**config.mk**
```make
export PLATFORM = sky130hd
export DESIGN_NAME = dram_ctrl_top
export DESIGN_NICKNAME = d
export VERILOG_FILES = /design/src/source/dram_cfg_pkg.sv /design/src/source/dram_cmd_pkg.sv /design/src/source/dram_rst_seq.sv /design/src/source/refresh_timer.sv /design/src/source/request_queue.sv /design/src/source/command_scheduler.sv /design/src/source/dram_ctrl_top.sv
export SDC_FILE = /design/constraint.sdc
export NUM_CORES = 1
export LEC_CHECK = 0
export BUFFER_PORTS_ARGS = -buffer_cell sky130_fd_sc_hd__clkbuf_2
export CAP_MARGIN = 10
export CORE_MARGIN = 2
export CORE_UTILIZATION = 36
export CTS_BUF_LIST = sky130_fd_sc_hd__clkbuf_8
export CTS_CLUSTER_DIAMETER = 150
export DETAILED_ROUTE_END_ITERATION = 12
export SLEW_MARGIN = 20
export SYNTH_ARGS = -nofsm -noshare
export SYNTH_HDL_FRONTEND = slang
export SYNTH_SLANG_ARGS = --single-unit
```
**constraint.sdc**
```tcl
create_clock -name dram_clk_0 -period 18.3 [get_ports dram_clk_0]
set_input_delay 3.66 -clock dram_clk_0 [delete_from_list [all_inputs] [get_ports dram_clk_0]]
set_output_delay 3.66 -clock dram_clk_0 [all_outputs]
set_load 0.01 [all_outputs]
```
**src/source/dram_cfg_pkg.sv**
```systemverilog
package dram_cfg_pkg;

  //////////////////////////////
  // Address and data widths
  //////////////////////////////

  parameter int BANK_W = 3;
  parameter int ROW_W  = 14;
  parameter int COL_W  = 10;
  parameter int DATA_W = 32;

  //////////////////////////////
  // Reset and timing defaults
  //////////////////////////////

  // Cycles the controller reset is held after the clock settles.
  parameter int RST_STAGES_DEF = 8;

  // Command spacing in dram_clk_0 cycles.
  parameter int T_RCD_DEF = 3;
  parameter int T_WR_DEF  = 4;
  parameter int T_RP_DEF  = 3;
  parameter int T_RFC_DEF = 20;

  parameter int REFRESH_INTERVAL_DEF = 200;

  parameter int QUEUE_DEPTH_DEF = 8;

endpackage

```
**src/source/dram_cmd_pkg.sv**
```systemverilog
package dram_cmd_pkg;

  //////////////////////////////
  // Command opcodes
  //////////////////////////////

  typedef enum logic [2:0] {
    OP_NOP = 3'd0,
    OP_ACT = 3'd1,
    OP_RD  = 3'd2,
    OP_WR  = 3'd3,
    OP_PRE = 3'd4,
    OP_REF = 3'd5
  } dram_op_e;

  //////////////////////////////
  // User request, 60 bits
  //////////////////////////////

  typedef struct packed {
    logic                            is_write;
    logic [dram_cfg_pkg::BANK_W-1:0] bank;
    logic [dram_cfg_pkg::ROW_W-1:0]  row;
    logic [dram_cfg_pkg::COL_W-1:0]  col;
    logic [dram_cfg_pkg::DATA_W-1:0] wdata;
  } dram_req_t;

  //////////////////////////////
  // DRAM command, 62 bits
  //////////////////////////////

  // Row on ACT, col and wdata on RD/WR, bank on all but REF.
  typedef struct packed {
    dram_op_e                        op;
    logic [dram_cfg_pkg::BANK_W-1:0] bank;
    logic [dram_cfg_pkg::ROW_W-1:0]  row;
    logic [dram_cfg_pkg::COL_W-1:0]  col;
    logic [dram_cfg_pkg::DATA_W-1:0] wdata;
  } dram_cmd_t;

endpackage

```
**src/source/dram_rst_seq.sv**
```systemverilog
module dram_rst_seq #(
  parameter int RST_STAGES = dram_cfg_pkg::RST_STAGES_DEF
) (
  input  logic dram_clk_0,
  input  logic reset_int,
  input  logic pll_locked,
  output logic dram_rst
);

  logic [RST_STAGES-1:0] rst_sr;
  logic                  rst_cond;

  // External reset or lost lock both restart the stretch.
  assign rst_cond = reset_int || !pll_locked;

  always_ff @(posedge dram_clk_0) begin
    if (rst_cond) begin
      rst_sr <= '1;
    end else begin
      rst_sr <= rst_sr << 1;
    end
  end

  // Last stage releases RST_STAGES cycles after the condition clears.
  assign dram_rst = rst_sr[RST_STAGES-1];

endmodule

```
**src/source/refresh_timer.sv**
```systemverilog
module refresh_timer #(
  parameter int REFRESH_INTERVAL = dram_cfg_pkg::REFRESH_INTERVAL_DEF
) (
  input  logic dram_clk_0,
  input  logic dram_rst,
  input  logic refresh_ack,
  output logic refresh_pending
);

  localparam int CNT_W = (REFRESH_INTERVAL > 1) ? $clog2(REFRESH_INTERVAL) : 1;

  logic [CNT_W-1:0] interval_cnt;
  logic             interval_done;

  assign interval_done = (interval_cnt == CNT_W'(REFRESH_INTERVAL - 1));

  //////////////////////////////
  // Interval counter
  //////////////////////////////

  always_ff @(posedge dram_clk_0) begin
    if (dram_rst) begin
      interval_cnt <= '0;
    end else if (interval_done) begin
      interval_cnt <= '0;
    end else begin
      interval_cnt <= interval_cnt + 1'b1;
    end
  end

  //////////////////////////////
  // Pending flag
  //////////////////////////////

  // A wrap while already pending just keeps the flag set.
  always_ff @(posedge dram_clk_0) begin
    if (dram_rst) begin
      refresh_pending <= 1'b0;
    end else if (interval_done) begin
      refresh_pending <= 1'b1;
    end else if (refresh_ack) begin
      refresh_pending <= 1'b0;
    end
  end

endmodule

```
**src/source/request_queue.sv**
```systemverilog
module request_queue #(
  parameter int DEPTH = dram_cfg_pkg::QUEUE_DEPTH_DEF
) (
  input  logic                    dram_clk_0,
  input  logic                    dram_rst,
  input  logic                    req_valid,
  input  dram_cmd_pkg::dram_req_t req,
  input  logic                    queue_pop,
  output dram_cmd_pkg::dram_req_t queue_head,
  output logic                    queue_empty,
  output logic                    overflow
);

  import dram_cmd_pkg::*;

  localparam int PTR_W   = (DEPTH > 1) ? $clog2(DEPTH) : 1;
  localparam int COUNT_W = $clog2(DEPTH + 1);

  dram_req_t          mem [DEPTH];
  logic [PTR_W-1:0]   wr_ptr;
  logic [PTR_W-1:0]   rd_ptr;
  logic [COUNT_W-1:0] count;
  logic               full;
  logic               do_push;
  logic               do_pop;

  assign full        = (count == COUNT_W'(DEPTH));
  assign queue_empty = (count == '0);

  // A pop in the same cycle frees the slot for the push.
  assign do_pop  = queue_pop && !queue_empty;
  assign do_push = req_valid && (!full || do_pop);

  assign queue_head = mem[rd_ptr];

  //////////////////////////////
  // Storage
  //////////////////////////////

  always_ff @(posedge dram_clk_0) begin
    if (do_push) begin
      mem[wr_ptr] <= req;
    end
  end

  //////////////////////////////
  // Pointers and occupancy
  //////////////////////////////

  always_ff @(posedge dram_clk_0) begin
    if (dram_rst) begin
      wr_ptr <= '0;
      rd_ptr <= '0;
      count  <= '0;
    end else begin
      if (do_push) begin
        wr_ptr <= (wr_ptr == PTR_W'(DEPTH - 1)) ? '0 : wr_ptr + 1'b1;
      end
      if (do_pop) begin
        rd_ptr <= (rd_ptr == PTR_W'(DEPTH - 1)) ? '0 : rd_ptr + 1'b1;
      end
      if (do_push && !do_pop) begin
        count <= count + 1'b1;
      end else if (do_pop && !do_push) begin
        count <= count - 1'b1;
      end
    end
  end

  // Sticky until the next controller reset.
  always_ff @(posedge dram_clk_0) begin
    if (dram_rst) begin
      overflow <= 1'b0;
    end else if (req_valid && !do_push) begin
      overflow <= 1'b1;
    end
  end

endmodule

```
**src/source/command_scheduler.sv**
```systemverilog
module command_scheduler #(
  parameter int T_RCD = dram_cfg_pkg::T_RCD_DEF,
  parameter int T_WR  = dram_cfg_pkg::T_WR_DEF,
  parameter int T_RP  = dram_cfg_pkg::T_RP_DEF,
  parameter int T_RFC = dram_cfg_pkg::T_RFC_DEF
) (
  input  logic                    dram_clk_0,
  input  logic                    dram_rst,
  input  logic                    refresh_pending,
  input  logic                    queue_empty,
  input  dram_cmd_pkg::dram_req_t queue_head,
  output logic                    refresh_ack,
  output logic                    queue_pop,
  output logic                    cmd_valid,
  output dram_cmd_pkg::dram_cmd_t cmd
);

  import dram_cmd_pkg::*;

  localparam int T_MAX_A = (T_RCD > T_WR) ? T_RCD : T_WR;
  localparam int T_MAX_B = (T_RP > T_RFC) ? T_RP : T_RFC;
  localparam int T_MAX   = (T_MAX_A > T_MAX_B) ? T_MAX_A : T_MAX_B;
  localparam int CNT_W   = $clog2(T_MAX + 1);

  typedef enum logic [2:0] {
    ST_IDLE,
    ST_RCD,
    ST_WR,
    ST_RP,
    ST_RFC
  } state_t;

  state_t           state;
  logic [CNT_W-1:0] wait_cnt;
  dram_req_t        req_q;
  dram_cmd_t        cmd_next;
  logic             ready;
  logic             issue_ref;
  logic             issue_act;
  logic             issue_col;
  logic             issue_pre;

  //////////////////////////////
  // Issue decisions
  //////////////////////////////

  // Last cycle of tRP or tRFC doubles as the idle decision point.
  assign ready = (state == ST_IDLE) ||
                 (((state == ST_RP) || (state == ST_RFC)) && (wait_cnt == '0));

  // Refresh wins only here, never during an access.
  assign issue_ref = ready && refresh_pending;
  assign issue_act = ready && !refresh_pending && !queue_empty;
  assign issue_col = (state == ST_RCD) && (wait_cnt == '0);
  assign issue_pre = (state == ST_WR) && (wait_cnt == '0);

  always_comb begin
    cmd_next.op    = OP_NOP;
    cmd_next.bank  = req_q.bank;
    cmd_next.row   = req_q.row;
    cmd_next.col   = req_q.col;
    cmd_next.wdata = req_q.wdata;
    if (issue_ref) begin
      cmd_next.op = OP_REF;
    end else if (issue_act) begin
      cmd_next.op    = OP_ACT;
      cmd_next.bank  = queue_head.bank;
      cmd_next.row   = queue_head.row;
      cmd_next.col   = queue_head.col;
      cmd_next.wdata = queue_head.wdata;
    end else if (issue_col) begin
      cmd_next.op = req_q.is_write ? OP_WR : OP_RD;
    end else if (issue_pre) begin
      cmd_next.op = OP_PRE;
    end
  end

  //////////////////////////////
  // FSM and strobes
  //////////////////////////////

  always_ff @(posedge dram_clk_0) begin
    if (dram_rst) begin
      state       <= ST_IDLE;
      wait_cnt    <= '0;
      cmd_valid   <= 1'b0;
      refresh_ack <= 1'b0;
      queue_pop   <= 1'b0;
    end else begin
      cmd_valid   <= issue_ref || issue_act || issue_col || issue_pre;
      refresh_ack <= issue_ref;
      queue_pop   <= issue_act;
      if (issue_ref) begin
        state    <= ST_RFC;
        wait_cnt <= CNT_W'(T_RFC - 1);
      end else if (issue_act) begin
        state    <= ST_RCD;
        wait_cnt <= CNT_W'(T_RCD - 1);
      end else if (issue_col) begin
        state    <= ST_WR;
        wait_cnt <= CNT_W'(T_WR - 1);
      end else if (issue_pre) begin
        state    <= ST_RP;
        wait_cnt <= CNT_W'(T_RP - 1);
      end else if (ready) begin
        state <= ST_IDLE;
      end else begin
        wait_cnt <= wait_cnt - 1'b1;
      end
    end
  end

  // Request held from ACT through PRE.
  always_ff @(posedge dram_clk_0) begin
    cmd <= cmd_next;
    if (issue_act) begin
      req_q <= queue_head;
    end
  end

endmodule

```
**src/source/dram_ctrl_top.sv**
```systemverilog
module dram_ctrl_top #(
  parameter int RST_STAGES       = dram_cfg_pkg::RST_STAGES_DEF,
  parameter int REFRESH_INTERVAL = dram_cfg_pkg::REFRESH_INTERVAL_DEF,
  parameter int QUEUE_DEPTH      = dram_cfg_pkg::QUEUE_DEPTH_DEF,
  parameter int T_RCD            = dram_cfg_pkg::T_RCD_DEF,
  parameter int T_WR             = dram_cfg_pkg::T_WR_DEF,
  parameter int T_RP             = dram_cfg_pkg::T_RP_DEF,
  parameter int T_RFC            = dram_cfg_pkg::T_RFC_DEF
) (
  input  logic                    dram_clk_0,
  input  logic                    reset_int,
  input  logic                    pll_locked,
  input  logic                    req_valid,
  input  dram_cmd_pkg::dram_req_t req,
  output logic                    cmd_valid,
  output dram_cmd_pkg::dram_cmd_t cmd,
  output logic                    overflow
);

  import dram_cmd_pkg::*;

  logic      dram_rst;
  logic      refresh_pending;
  logic      refresh_ack;
  logic      queue_empty;
  logic      queue_pop;
  dram_req_t queue_head;

  dram_rst_seq #(
    .RST_STAGES(RST_STAGES)
  ) dram_rst_seq_i (
    .dram_clk_0(dram_clk_0),
    .reset_int (reset_int),
    .pll_locked(pll_locked),
    .dram_rst  (dram_rst)
  );

  refresh_timer #(
    .REFRESH_INTERVAL(REFRESH_INTERVAL)
  ) refresh_timer_i (
    .dram_clk_0     (dram_clk_0),
    .dram_rst       (dram_rst),
    .refresh_ack    (refresh_ack),
    .refresh_pending(refresh_pending)
  );

  request_queue #(
    .DEPTH(QUEUE_DEPTH)
  ) request_queue_i (
    .dram_clk_0 (dram_clk_0),
    .dram_rst   (dram_rst),
    .req_valid  (req_valid),
    .req        (req),
    .queue_pop  (queue_pop),
    .queue_head (queue_head),
    .queue_empty(queue_empty),
    .overflow   (overflow)
  );

  command_scheduler #(
    .T_RCD(T_RCD),
    .T_WR (T_WR),
    .T_RP (T_RP),
    .T_RFC(T_RFC)
  ) command_scheduler_i (
    .dram_clk_0     (dram_clk_0),
    .dram_rst       (dram_rst),
    .refresh_pending(refresh_pending),
    .queue_empty    (queue_empty),
    .queue_head     (queue_head),
    .refresh_ack    (refresh_ack),
    .queue_pop      (queue_pop),
    .cmd_valid      (cmd_valid),
    .cmd            (cmd)
  );

endmodule

```
== Word level (Yosys, flattened, before mapping) ==
Memories as Yosys holds them, arrays and structs flattened. A register that Yosys moved wholly into a read port is not among the register bits.
Cells that the tools add are included.
Word-level totals
  logic and storage cells: 107
  bits in registers: 161
  bits of input ports: 64
  output and inout port bits: 64
  memory bits (writable): 480
  memories: 1
Memory list
  request_queue_i.mem: words 8, bits a word 60, read ports 1, clocked after memory_dff 1, write ports 1, line request_queue.sv:19  | dram_req_t mem [DEPTH];
Cells by class
  add/sub/neg operators: 6
  eq/ne operators: 9
  reductions and logical operators: 37
  muxes and demuxes: 27
Operator list (count)
  2-to-1 mux 59 bit: 2
  2-to-1 mux 3 bit: 12
  2-to-1 mux 5 bit: 5
  logical AND 1 bit: 11
  equality test 3 bit (second input constant): 3
  adder 8 x 1 -> 8 bit (second input constant): 1
  equality test 8 bit (second input constant): 1
  2-to-1 mux 4 bit: 2
  logical OR 1 bit: 7
  adder 3 x 1 -> 3 bit (second input constant): 2
  equality test 3 x 2 -> 1 bit (second input constant): 2
  logical NOT 1 bit: 6
  2-to-1 mux 1 bit: 6
  OR reduction 2 bit: 3
  logical NOT 5 bit: 1
  != test 5 bit (second input constant): 1
  nonzero test 5 bit: 1
  OR reduction 5 bit: 1
  subtractor 5 x 1 -> 5 bit (second input constant): 1
  adder 4 x 1 -> 4 bit (second input constant): 1
  equality test 4 bit (second input constant): 1
  logical NOT 4 bit: 1
  nonzero test 2 bit: 2
  nonzero test 4 bit: 1
  other kinds (5): 5

== Longest topological paths before layout ==
Gate-level depths: netlist (run 1).
  depth in word-level cells: 9
  depth in mapped cells: 12
  depth with buffers taken out: 12

== By module ==
Synthesis (run 1) repeated with hierarchy kept, for this count alone.
Unflattened totals
  cells, all modules: 1115
  area total of the unflattened synthesis: 23941.7 um^2
By module, submodules not included
  request_queue: times used 1, area each 18836.8 um^2, sequential area each 14694.1 um^2, cells each 772
  command_scheduler: times used 1, area each 4481.8 um^2, sequential area each 3263.1 um^2, cells each 286
  refresh_timer: times used 1, area each 394.1 um^2, sequential area each 180.2 um^2, cells each 41
  dram_rst_seq: times used 1, area each 229.0 um^2, sequential area each 160.2 um^2, cells each 16

== Least setup slack after synthesis (run 1) ==
No wires, ideal clock.
  kind: in2reg
  start point: input port req_valid
  end point: memory request_queue_i.mem[0][0] in the netlist's numbering (enable)
  cell stages on the path: 2
  setup slack: 8.169 ns
  buffers on the path: 0
  library setup time: 0.626 ns
  arrival time: 9.505 ns
  required time: 17.674 ns
  path through: nand2_1 -> nor4_1
Between the ends
  longest elaborated chain between the ends: 3
Ends and longest elaborated chain
  from (decl): line dram_ctrl_top.sv:13  | input logic req_valid,
  logical AND 1 bit: line request_queue.sv:32  | assign do_push = req_valid && (!full || do_pop);
  2-to-1 mux 1 bit: line request_queue.sv:41  | if (do_push) begin
  2-to-1 mux 1 bit (not written as such): line request_queue.sv:42  | mem[wr_ptr] <= req;
  to (decl): line request_queue.sv:19
Every way passes these cells.

== Final worst setup path (run 1) ==
  start point: input port req_valid
  end point: memory request_queue_i.mem[7][28] in the netlist's numbering (enable)
Between the ends
  longest elaborated chain between the ends: 3
Ends and longest elaborated chain
  logical AND 1 bit: line request_queue.sv:32
  named net request_queue_i.do_push: line request_queue.sv:24  | logic do_push;
  2-to-1 mux 1 bit: line request_queue.sv:41
  2-to-1 mux 1 bit (not written as such): line request_queue.sv:42
The timed path passes the listed nets, and every way through them passes these cells.

==> results of run 1 <==
==> logic make-up after synthesis <==
| kind of cell | share of synthesized area, % |
|---|---|
| multiplexers | 17.9 |
| buffers and inverters | 1.26 |
| XOR/XNOR | 0.404 |
| AO/OA/AOI/OAI | 1.00 |
| flip-flops | 76.6 |
| AND/OR/NAND/NOR | 2.25 |
| adder cells (fa/ha/maj) | 0.556 |
==> cells in the final DEF, fill, tap and decap left out, types with 2 or more instances in the layout <==
| master | netlist | routed |
|---|---|---|
| o311a_1 | 2 | 2 |
| clkinv_1 | 0 | 25 |
| clkbuf_8 | 0 | 104 |
| or3_1 | 2 | 2 |
| nor3_2 | 0 | 4 |
| edfxtp_1 | 540 | 540 |
| inv_6 | 0 | 3 |
| mux2_2 | 60 | 60 |
| mux2_4 | 58 | 58 |
| inv_1 | 8 | 42 |
| buf_4 | 0 | 13 |
| o21ai_0 | 5 | 5 |
| a21oi_1 | 13 | 13 |
| clkinvlp_4 | 0 | 3 |
| nor2b_1 | 3 | 3 |
| a211oi_1 | 3 | 3 |
| dfxtp_4 | 0 | 3 |
| nor3_1 | 11 | 7 |
| ha_1 | 9 | 9 |
| nand4_1 | 2 | 2 |
| nor2_4 | 0 | 3 |
| mux4_2 | 120 | 120 |
| diode_2 | 0 | 3 |
| o211ai_1 | 2 | 2 |
| nor2_1 | 26 | 23 |
| xnor2_1 | 4 | 4 |
| dfxtp_1 | 104 | 101 |
| nand2_1 | 21 | 21 |
| bufinv_16 | 0 | 4 |
| a31oi_1 | 2 | 2 |
| clkinv_2 | 0 | 15 |
| xor2_1 | 7 | 7 |
| nand2b_1 | 12 | 12 |
| nor4_1 | 3 | 2 |
| and3_1 | 2 | 2 |
| nand3_1 | 11 | 11 |
| clkbuf_2 | 0 | 127 |
==> routing by layer <==
layer  vias to the layer above  GRT usage [%]  wire [um]
li1                       4883              -          -
met1                      5605           16.4      18900
met5                         -              0         93
met4                        14           4.92        876
met3                        74           3.80       2600
met2                       230           21.6      21600
==> how the worst max path moves through the flow <==
stage	from	end	slack, ns	depth (start not counted)
2_1_floorplan	req_valid	request_queue_i.mem[0][0]	8.17	2
3_3_place_gp	req_valid	request_queue_i.mem[1][29]	12.49	6
3_5_place_dp	req_valid	request_queue_i.mem[1][21]	12.45	6
4_1_cts	req_valid	request_queue_i.mem[1][17]	13.19	6
5_1_grt	req_valid	request_queue_i.count[3]	13.03	11
6_report	req_valid	request_queue_i.mem[7][28]	13.14	6
==> power by group through the flow <==
stage	clock network [mW]	registers, mW	logic, mW
3_5_place_dp	0	1.63	0.0452
3_3_place_gp	0	1.63	0.0427
4_1_cts	1.18	1.60	0.0456
2_1_floorplan	0	1.63	0.0187
6_report	1.13	1.60	0.0445
5_1_grt	1.24	1.60	0.0496
==> area by class of cell <==
cell class / instances / area, um2 / area share (%)
Inverter: 9 / 33.8 / 0.123
Clock buffer: 104 / 1430 / 5.22
Timing Repair Buffer: 141 / 761 / 2.77
Tap cell: 864 / 1080 / 3.94
Multi-Input combinational cell: 400 / 5330 / 19.4
Sequential cell: 644 / 18300 / 66.7
Clock inverter: 85 / 482 / 1.76
Antenna cell: 3 / 7.51 / 0.0274
==> metrics by stage <==
stage	worst slack, ns	hold WS (ns)	std cells
2_1_floorplan	8.17	0.386	1104
6_report	13.14	0.411	2250
3_3_place_gp	12.49	0.391	2057
4_1_cts	13.19	0.415	2246
5_1_grt	13.03	0.434	2249
3_5_place_dp	12.45	0.391	2057
==> worst max-delay path, stage by stage <==
cell      delay [ns]
clkbuf_2        0.10
nand2_1         0.22
inv_1           0.20
nand2_1         0.23
nor2_4          0.17
buf_4           0.75
==> flip-flops by register name, indices dropped and copies added, names as in the netlist, named ones only <==
signal and count:
request_queue_i.rd_ptr 3, request_queue_i.mem 480, command_scheduler_i.queue_pop 1, refresh_timer_i.refresh_pending 1, command_scheduler_i.cmd_valid 1, command_scheduler_i.req_q 60, command_scheduler_i.refresh_ack 1, command_scheduler_i.cmd 62
request_queue_i.count 4, dram_rst_seq_i.rst_sr 8, command_scheduler_i.state 3, refresh_timer_i.interval_cnt 8, request_queue_i.wr_ptr 3, command_scheduler_i.wait_cnt 5, request_queue_i.overflow 1
==> flow_metrics.env, run 1 <==
export IMPL_syn_instance_count=1104
export IMPL_synth_top_area_cell="edfxtp_1"
export IMPL_hold_viol_final=0
export IMPL_endpoint_kind="flop"
export IMPL_powerDensity_nw_per_um2=101
export IMPL_die_area_um2=68400
export IMPL_area_growth_pct=14.9
export IMPL_start_kind="input pin"
export IMPL_antenna_found_initial=10
export IMPL_drt_pass1_iter_count=5
export IMPL_clkLatencyLatePin_ns=0.69
export IMPL_grt_pass1_vias=11500
export IMPL_hp_start="dram_rst_seq_i.rst_sr[1]"
export IMPL_synth_commonest_cells="edfxtp_1, mux4_2, dfxtp_1, mux2_2, mux2_4"
export IMPL_syn_area_um2=23900
export IMPL_final_area_um2=27400
export IMPL_fillCellCount=5731
export IMPL_clk_pin_slew_ns=0.06
export IMPL_arrival_ns=5.44
export IMPL_setup_violations=0
export IMPL_path_class="in -> reg"
export IMPL_synth_most_common_cell="edfxtp_1"
export IMPL_ios=128
export IMPL_synth_ff_type="edfxtp_1"
export IMPL_initialDrtViolationCount=704
export IMPL_power_frac_clock_pct=40.9
export IMPL_gp_congestion=0.680
export IMPL_min_path_cells=1
export IMPL_track_usage_pct=13.1
export IMPL_rsz0062_at_grt="false"
export IMPL_grt_start_max_net_pins=68
export IMPL_nets=1372
export IMPL_total_power_mw=2.78
export IMPL_yosys_warnings=0
export IMPL_max_clock_path_buffers=3
export IMPL_power_leakage_nw=9.08
export IMPL_reg2regPathDepth=9
export IMPL_finalSetupTns_ns=0
export IMPL_ys_ff_latch=644
export IMPL_initial_core_util_pct=36.3
export IMPL_wl_per_cell_um=19.6
export IMPL_routed_via_count=10800
export IMPL_rows=94
export IMPL_r2r_end="command_scheduler_i.cmd[28]"
export IMPL_r2r_start="command_scheduler_i.wait_cnt[0]"
export IMPL_grt_pass1_wl_um=67100
export IMPL_worst_pin_slew_ns=1.07
export IMPL_cts_root_buf="clkbuf_8"
export IMPL_die_width_um=262
export IMPL_synth_distinct_cells=51
export IMPL_cts_sinks=644
export IMPL_place_area_um2=25500
export IMPL_finalClockSkew_ns=0.0371
export IMPL_slew_violations=0
export IMPL_switching_share_pct=20.7
export IMPL_utilization_pct=41.7
export IMPL_htreeDepth=3
export IMPL_regToRegSetupSlack_ns=14.12
export IMPL_relSlewSlack_pct=28.7
export IMPL_syn_avg_cell_area_um2=21.6
export IMPL_synth_edff_count=540
export IMPL_syn_nets=1178
export IMPL_die_h_um=262
export IMPL_maxCapViolations=0
export IMPL_drive_gt1_share_pct=38.1
export IMPL_overflow=0
export IMPL_max_clock_freq_mhz=194
export IMPL_intPower_mw=2.20
export IMPL_cp_max_fo=60
export IMPL_ant_nets=0
export IMPL_viasPerCell=4.80
export IMPL_yosys_top_cells_area="edfxtp_1, mux4_2, dfxtp_1, mux2_4, mux2_2"
export IMPL_hold_path_end="dram_rst_seq_i.rst_sr[2]"
export IMPL_fin_crit_sh_pct=28.2
export IMPL_hold_buffers=0
export IMPL_io_buffers=127
export IMPL_cts_resized=0
export IMPL_totalWireLength_um=44100
export IMPL_seq_area_frac_synth_pct=76.6
export IMPL_cts_tree="done"
export IMPL_ir_drop_v=0.0000448
export IMPL_outcome="complete, no violations"
export IMPL_drc=0
export IMPL_post_cts_buffers=0
export IMPL_synth_top_area_share_pct=67.9
export IMPL_pwr_share_comb_pct=1.6
export IMPL_critPathRequiredTime_ns=18.59
export IMPL_hold_path_class="reg -> reg"
export IMPL_core_area_um2=65700
export IMPL_cts_made_buffers=102
export IMPL_power_frac_seq_pct=57.5
export IMPL_min_period_ns=5.16
export IMPL_hpwlAfterDp_um=23600
export IMPL_async_reset_ff_share_pct=0
export IMPL_power_switching_mw=0.574
Power figures use the tool's default switching activity.
==> run 2, diff against run 1 <==
--- a/config.mk
+++ b/config.mk
@@ -5,6 +5,7 @@
 export SDC_FILE = /design/constraint.sdc
 export NUM_CORES = 1
 export LEC_CHECK = 0
+export ABC_AREA = 1
 export BUFFER_PORTS_ARGS = -buffer_cell sky130_fd_sc_hd__clkbuf_2
 export CAP_MARGIN = 10
 export CORE_MARGIN = 2
==> constraint.sdc (replaced) <==
create_clock -name dram_clk_0 -period 4.6 [get_ports dram_clk_0]
set_input_delay 0.92 -clock dram_clk_0 [delete_from_list [all_inputs] [get_ports dram_clk_0]]
set_output_delay 0.92 -clock dram_clk_0 [all_outputs]
set_load 0.01 [all_outputs]
==> run 2 against run 1 <==
Against the previous run: register-to-register slack worse by 12 ns; critical endpoint is now command_scheduler_i.req_q[34]; wire length increased by 26%; synthesized area increased by 2.3%; sequential power grew to 4.0 times the previous value; synthesized cell count rose by 73%; clock power rose to 4.2 times the previous value; worst setup slack worse by 11 ns; largest power group unchanged; highest routed layer unchanged; cell count is 35% higher.
==> flow_metrics.env, run 2 <==
export IMPL_outcome="complete, no violations"
export IMPL_cp_max_fo=118
export IMPL_total_power_mw=11.3
export IMPL_max_clock_path_buffers=3
export IMPL_hpwlAfterDp_um=29100
export IMPL_hold_buffers=0
export IMPL_async_reset_ff_share_pct=0
export IMPL_totalWireLength_um=55700
export IMPL_ant_nets=0
export IMPL_htreeDepth=3
export IMPL_grtUsageMet2_pct=26.4
export IMPL_largest_reg_flops=480
export IMPL_rows=95
export IMPL_arrival_ns=3.32
export IMPL_io_buffers=127
export IMPL_grt_use_met3_pct=3.00
export IMPL_multi_input_area_um2=5330
export IMPL_top_register="request_queue_i.mem"
export IMPL_cts_tree="done"
export IMPL_synth_edff_count=540
export IMPL_synth_top_area_share_pct=66.4
export IMPL_place_area_um2=25700
export IMPL_clk_pin_slew_ns=0.06
export IMPL_slew_violations=0
export IMPL_fin_ws_ns=1.69
export IMPL_powerDensity_nw_per_um2=405
export IMPL_hold_viol_final=0
export IMPL_path_cells="inv_8 > buf_16 > buf_4 > o21ai_1 > o22ai_1 > nand2_1 > nand2_2"
export IMPL_rsz0062_at_grt="false"
export IMPL_gr_max_usage_layer="met2"
export IMPL_synth_distinct_cells=38
export IMPL_fillCellCount=6192
export IMPL_finalClockSkew_ns=0.0367
export IMPL_syn_instance_count=1912
export IMPL_routed_via_count=14900
export IMPL_pre_cts_slack_ns=1.62
export IMPL_syn_area_um2=24400
export IMPL_die_h_um=264
export IMPL_yosys_top_cells_area="edfxtp_1, dfxtp_1, nand2_1, nor2_1, o21ai_0"
export IMPL_finalSetupTns_ns=0
export IMPL_maxCapViolations=0
export IMPL_antenna_found_initial=3
export IMPL_wl_per_cell_um=18.4
export IMPL_seq_area_frac_synth_pct=74.9
export IMPL_cts_resized=0
export IMPL_endpoint_kind="flop"
export IMPL_relSlewSlack_pct=28.5
export IMPL_final_area_um2=27800
export IMPL_clkLatencyLatePin_ns=0.70
export IMPL_final_common_cell="edfxtp_1"
export IMPL_drt_pass1_iter_count=5
export IMPL_fin_cells=3029
export IMPL_die_area_um2=70000
export IMPL_most_common_layout_cells="edfxtp_1, nand2_1, nor2_1, o21ai_0, clkbuf_2"
export IMPL_nets=2134
export IMPL_max_clock_freq_mhz=344
export IMPL_grt_start_max_net_pins=166
export IMPL_grt_pass1_vias=14800
export IMPL_syn_avg_cell_area_um2=12.8
export IMPL_initial_core_util_pct=36.4
export IMPL_seqCellArea_um2=18300
export IMPL_cts_root_buf="clkbuf_8"
export IMPL_use_met1_pct=20.6
export IMPL_initialDrtViolationCount=1227
export IMPL_min_period_ns=2.91
export IMPL_core_area_um2=67200
export IMPL_area_growth_pct=13.9
export IMPL_viasPerCell=4.91
export IMPL_syn_nets=1986
export IMPL_utilization_pct=41.4
export IMPL_synth_commonest_cells="edfxtp_1, nand2_1, nor2_1, o21ai_0, o22ai_1"
export IMPL_ys_ff_latch=644
export IMPL_cts_sinks=644
export IMPL_whs_ns=0.409
export IMPL_cts_made_buffers=105
export IMPL_synth_most_common_cell="edfxtp_1"
export IMPL_critPathRequiredTime_ns=5.01
export IMPL_slowest_stage="dfxtp_4"
export IMPL_numPlacedInstances=2825
export IMPL_worst_pin_slew_ns=1.07
export IMPL_fin_crit_sh_pct=63.2
export IMPL_gp_congestion=0.750
export IMPL_overflow=0
export IMPL_drc=0
export IMPL_ios=128
export IMPL_start_kind="flop"
export IMPL_synth_top_area_cell="edfxtp_1"
export IMPL_die_width_um=264
export IMPL_synth_ff_type="edfxtp_1"
export IMPL_setup_violations=0
export IMPL_drive_gt1_share_pct=18.5
export IMPL_ir_drop_v=0.000243
export IMPL_hold_path_class="reg -> reg"
export IMPL_grt_pass1_wl_um=85900
export IMPL_post_cts_buffers=0
export IMPL_top_regs="request_queue_i.mem: 480 flops, command_scheduler_i.cmd: 62 flops, command_scheduler_i.req_q: 60 flops"
export IMPL_yosys_warnings=0
export IMPL_path_class="reg -> reg"
export IMPL_track_usage_pct=15.8
export IMPL_slowest_delay_ns=0.98
export IMPL_power_leakage_nw=10.3
run 2: changes by cell type after synthesis, moves of 29 or more:
cell     previous run  this run
mux2_2             60         0
mux2_4             58         0
mux4_2            120         0
nand2_1            21       344
nand2_2             0        59
nor2_1             26       246
nor2_2              0        29
o21ai_0             5       156
o21ai_1             1        97
o22ai_1             1       120
run 2: cell families (layout without fill, tap and decap cells):
family          after synthesis  after routing  synth area share [%]
simple gates                712            712                  12.1
buf+inv                     150            391                  3.54
other cells                   0              3                     0
xor+xnor                      6              6                 0.215
flops                       644            644                  74.9
fa+ha+maj                    10             10                 0.543
compound gates              390            390                  8.66
run 2: report_power, final:
group | total, mW | switching, mW | leakage [nW] | internal (mW)
logic | 0.183 | 0.132 | 3.23 | 0.0511
clock network | 4.75 | 2.24 | 1.27 | 2.51
registers | 6.35 | 0.00731 | 5.76 | 6.35
run 2: per-layer routing:
metal	wire, um	vias to the layer above	share of wire [%]
met2	27100	373	49
met5	13	-	0.023
met1	24600	7294	44
met3	2840	80	5.1
met4	1170	2	2.1
li1	-	7109	-
run 2: cell type report:
class	instances	share of cell area (%)
diodes	3	0.0270
clock buffers	120	5.93
clock inverters	80	1.47
inverters	44	0.647
multi-input cells	1118	19.1
flip-flops and latches	644	65.8
well taps	873	3.92
repair buffers	147	3.07
run 2: final timing paths:
path | startpoint | to | slack (ns) | cells past startpoint
setup / recovery | flop | command_scheduler_i.req_q[34] | 1.69 | 7
hold / removal | dram_rst_seq_i.rst_sr[0] | dram_rst_seq_i.rst_sr[1] | 0.41 | 1
setup reg to reg | flop | command_scheduler_i.req_q[34] | 1.69 | 7
hold reg to reg | dram_rst_seq_i.rst_sr[0] | dram_rst_seq_i.rst_sr[1] | 0.41 | 1
run 2: critical path, delay by kind of cell, from the launching register on:
family,cells,cell delay [ns]
flops,1,0.98
buf+inv,3,1.02
simple gates,2,0.18
compound gates,2,0.28
==> run 3, diff against run 2 <==
==> constraint.sdc (replaced) <==
create_clock -name dram_clk_0 -period 2.8 [get_ports dram_clk_0]
set_input_delay 0.56 -clock dram_clk_0 [delete_from_list [all_inputs] [get_ports dram_clk_0]]
set_output_delay 0.56 -clock dram_clk_0 [all_outputs]
set_load 0.01 [all_outputs]
==> run 3 against run 2 <==
Against the previous run: critical path type unchanged; maximum frequency is 23% higher; highest routed layer unchanged; global-route usage is 0.088 points lower; critical path depth is 2 higher.
==> flow_metrics.env, run 3 (same netlist as run 2, synthesis figures left out) <==
export IMPL_setup_violations=0
export IMPL_drc=0
export IMPL_rows=95
export IMPL_cts_resized=0
export IMPL_numPlacedInstances=2839
export IMPL_hold_viol_final=0
export IMPL_powerDensity_nw_per_um2=667
export IMPL_max_clock_path_buffers=3
export IMPL_fillCellCount=6118
export IMPL_fin_ws_ns=0.428
export IMPL_ios=128
export IMPL_grt_pass1_vias=15100
export IMPL_power_leakage_nw=10.3
export IMPL_worst_pin_slew_ns=0.981
export IMPL_power_frac_seq_pct=55.8
export IMPL_nets=2142
export IMPL_cts_sinks=644
export IMPL_max_clock_freq_mhz=422
export IMPL_drt_pass1_iter_count=5
export IMPL_top_regs="request_queue_i.mem: 480 flops, command_scheduler_i.cmd: 62 flops, command_scheduler_i.req_q: 60 flops"
export IMPL_gp_congestion=0.744
export IMPL_hold_path_end="request_queue_i.mem[0][0]"
export IMPL_power_switching_mw=3.86
export IMPL_core_area_um2=67200
export IMPL_wl_per_cell_um=18.3
export IMPL_htreeDepth=3
export IMPL_antenna_found_initial=8
export IMPL_most_common_layout_cells="edfxtp_1, nand2_1, nor2_1, o21ai_0, clkbuf_2"
export IMPL_seqCellArea_um2=18300
export IMPL_outcome="complete, no violations"
export IMPL_relSlewSlack_pct=34.6
export IMPL_reg2regPathDepth=9
export IMPL_largest_reg_flops=480
export IMPL_critPathRequiredTime_ns=3.14
export IMPL_grt_start_max_net_pins=141
export IMPL_slew_violations=0
export IMPL_ant_nets=0
export IMPL_rsz0062_at_grt="false"
export IMPL_hp_start="req[0]"
export IMPL_die_area_um2=70000
export IMPL_hpwlAfterDp_um=30000
export IMPL_totalWireLength_um=55400
export IMPL_hold_path_class="in -> reg"
export IMPL_area_growth_pct=14.8
export IMPL_cts_tree="done"
export IMPL_initialDrtViolationCount=1074
export IMPL_finalClockSkew_ns=0.0529
export IMPL_maxCapViolations=0
export IMPL_clk_pin_slew_ns=0.06
export IMPL_hold_buffers=0
export IMPL_die_width_um=264
export IMPL_arrival_ns=2.71
export IMPL_cp_max_fo=63
export IMPL_regToRegSetupSlack_ns=0.43
export IMPL_clkLatencyLatePin_ns=0.71
export IMPL_multi_input_area_um2=5330
export IMPL_drive_gt1_share_pct=19.5
export IMPL_fin_crit_sh_pct=84.7
export IMPL_r2r_start="command_scheduler_i.wait_cnt[0]"
export IMPL_place_area_um2=26000
export IMPL_r2r_end="command_scheduler_i.req_q[4]"
export IMPL_final_common_cell="edfxtp_1"
export IMPL_overflow=0
export IMPL_viasPerCell=4.98
export IMPL_routed_via_count=15100
export IMPL_min_path_cells=1
export IMPL_pwr_share_comb_pct=1.6
export IMPL_path_class="reg -> reg"
export IMPL_min_period_ns=2.37
export IMPL_top_register="request_queue_i.mem"
export IMPL_post_cts_buffers=0
export IMPL_io_buffers=127
export IMPL_fin_cells=3029
export IMPL_power_frac_clock_pct=42.6
export IMPL_switching_share_pct=20.6
export IMPL_grt_pass1_wl_um=85700
export IMPL_track_usage_pct=15.8
export IMPL_intPower_mw=14.8
export IMPL_die_h_um=264
export IMPL_final_area_um2=28000
export IMPL_ir_drop_v=0.000325
export IMPL_pre_cts_slack_ns=0.500
export IMPL_endpoint_kind="flop"
export IMPL_cts_made_buffers=100
export IMPL_cts_root_buf="clkbuf_8"
export IMPL_initial_core_util_pct=36.4
export IMPL_start_kind="flop"
run 3: power groups by stage:
stage | clock network (mW) | registers [mW] | logic, mW
floorplan | 0 | 10.6 | 0.116
global placement | 0 | 10.6 | 0.280
detailed placement | 0 | 10.6 | 0.291
CTS | 8.21 | 10.4 | 0.293
global route | 8.60 | 10.4 | 0.327
finish | 7.97 | 10.4 | 0.290
run 3: worst max path at each step:
stage / start / endpoint
floorplan: req_valid / request_queue_i.mem[0][0]
global placement: command_scheduler_i.wait_cnt[0] / command_scheduler_i.req_q[5]
detailed placement: command_scheduler_i.wait_cnt[0] / command_scheduler_i.req_q[5]
CTS: command_scheduler_i.wait_cnt[0] / command_scheduler_i.req_q[4]
global route: command_scheduler_i.wait_cnt[0] / command_scheduler_i.req_q[4]
finish: command_scheduler_i.wait_cnt[0] / command_scheduler_i.req_q[4]
run 3: cell type report:
type                       count  share of cell area [%]
timing repair buffer         160                    3.73
clock buffer                 115                    5.65
multi-input combinational   1118                    19.0
inverter                      44                   0.647
sequential                   644                    65.3
tap                          873                    3.90
antenna                        2                  0.0179
clock inverter                73                    1.75
run 3: routing by layer:
metal	vias to the layer above	part of all wire [%]	track usage, %
li1	7114	-	-
met5	-	0.14	0
met1	7464	43	19.7
met2	371	49	26.6
met4	12	2.8	6.27
met3	125	5.4	3.56
run 3: per-stage QoR:
step	util, %	setup TNS (ns)	hold slack, ns	total power, mW
global placement	38.6	0	0.398	10.9
detailed placement	38.6	0	0.398	10.9
CTS	41.7	0	0.0435	18.9
floorplan	-	-18.90	0.393	10.8
finish	41.7	0	0.122	18.7
global route	41.7	0	0.0804	19.4
run 3: worst max-delay path, cell delays in order (launching register included):
cell     delay [ns]
dfxtp_1        0.30
inv_1          0.10
ha_1           0.24
nand3_1        0.14
nand2_1        0.11
nand2_2        0.18
inv_4          0.15
nand3_4        0.08
inv_4          0.29
buf_12         0.33
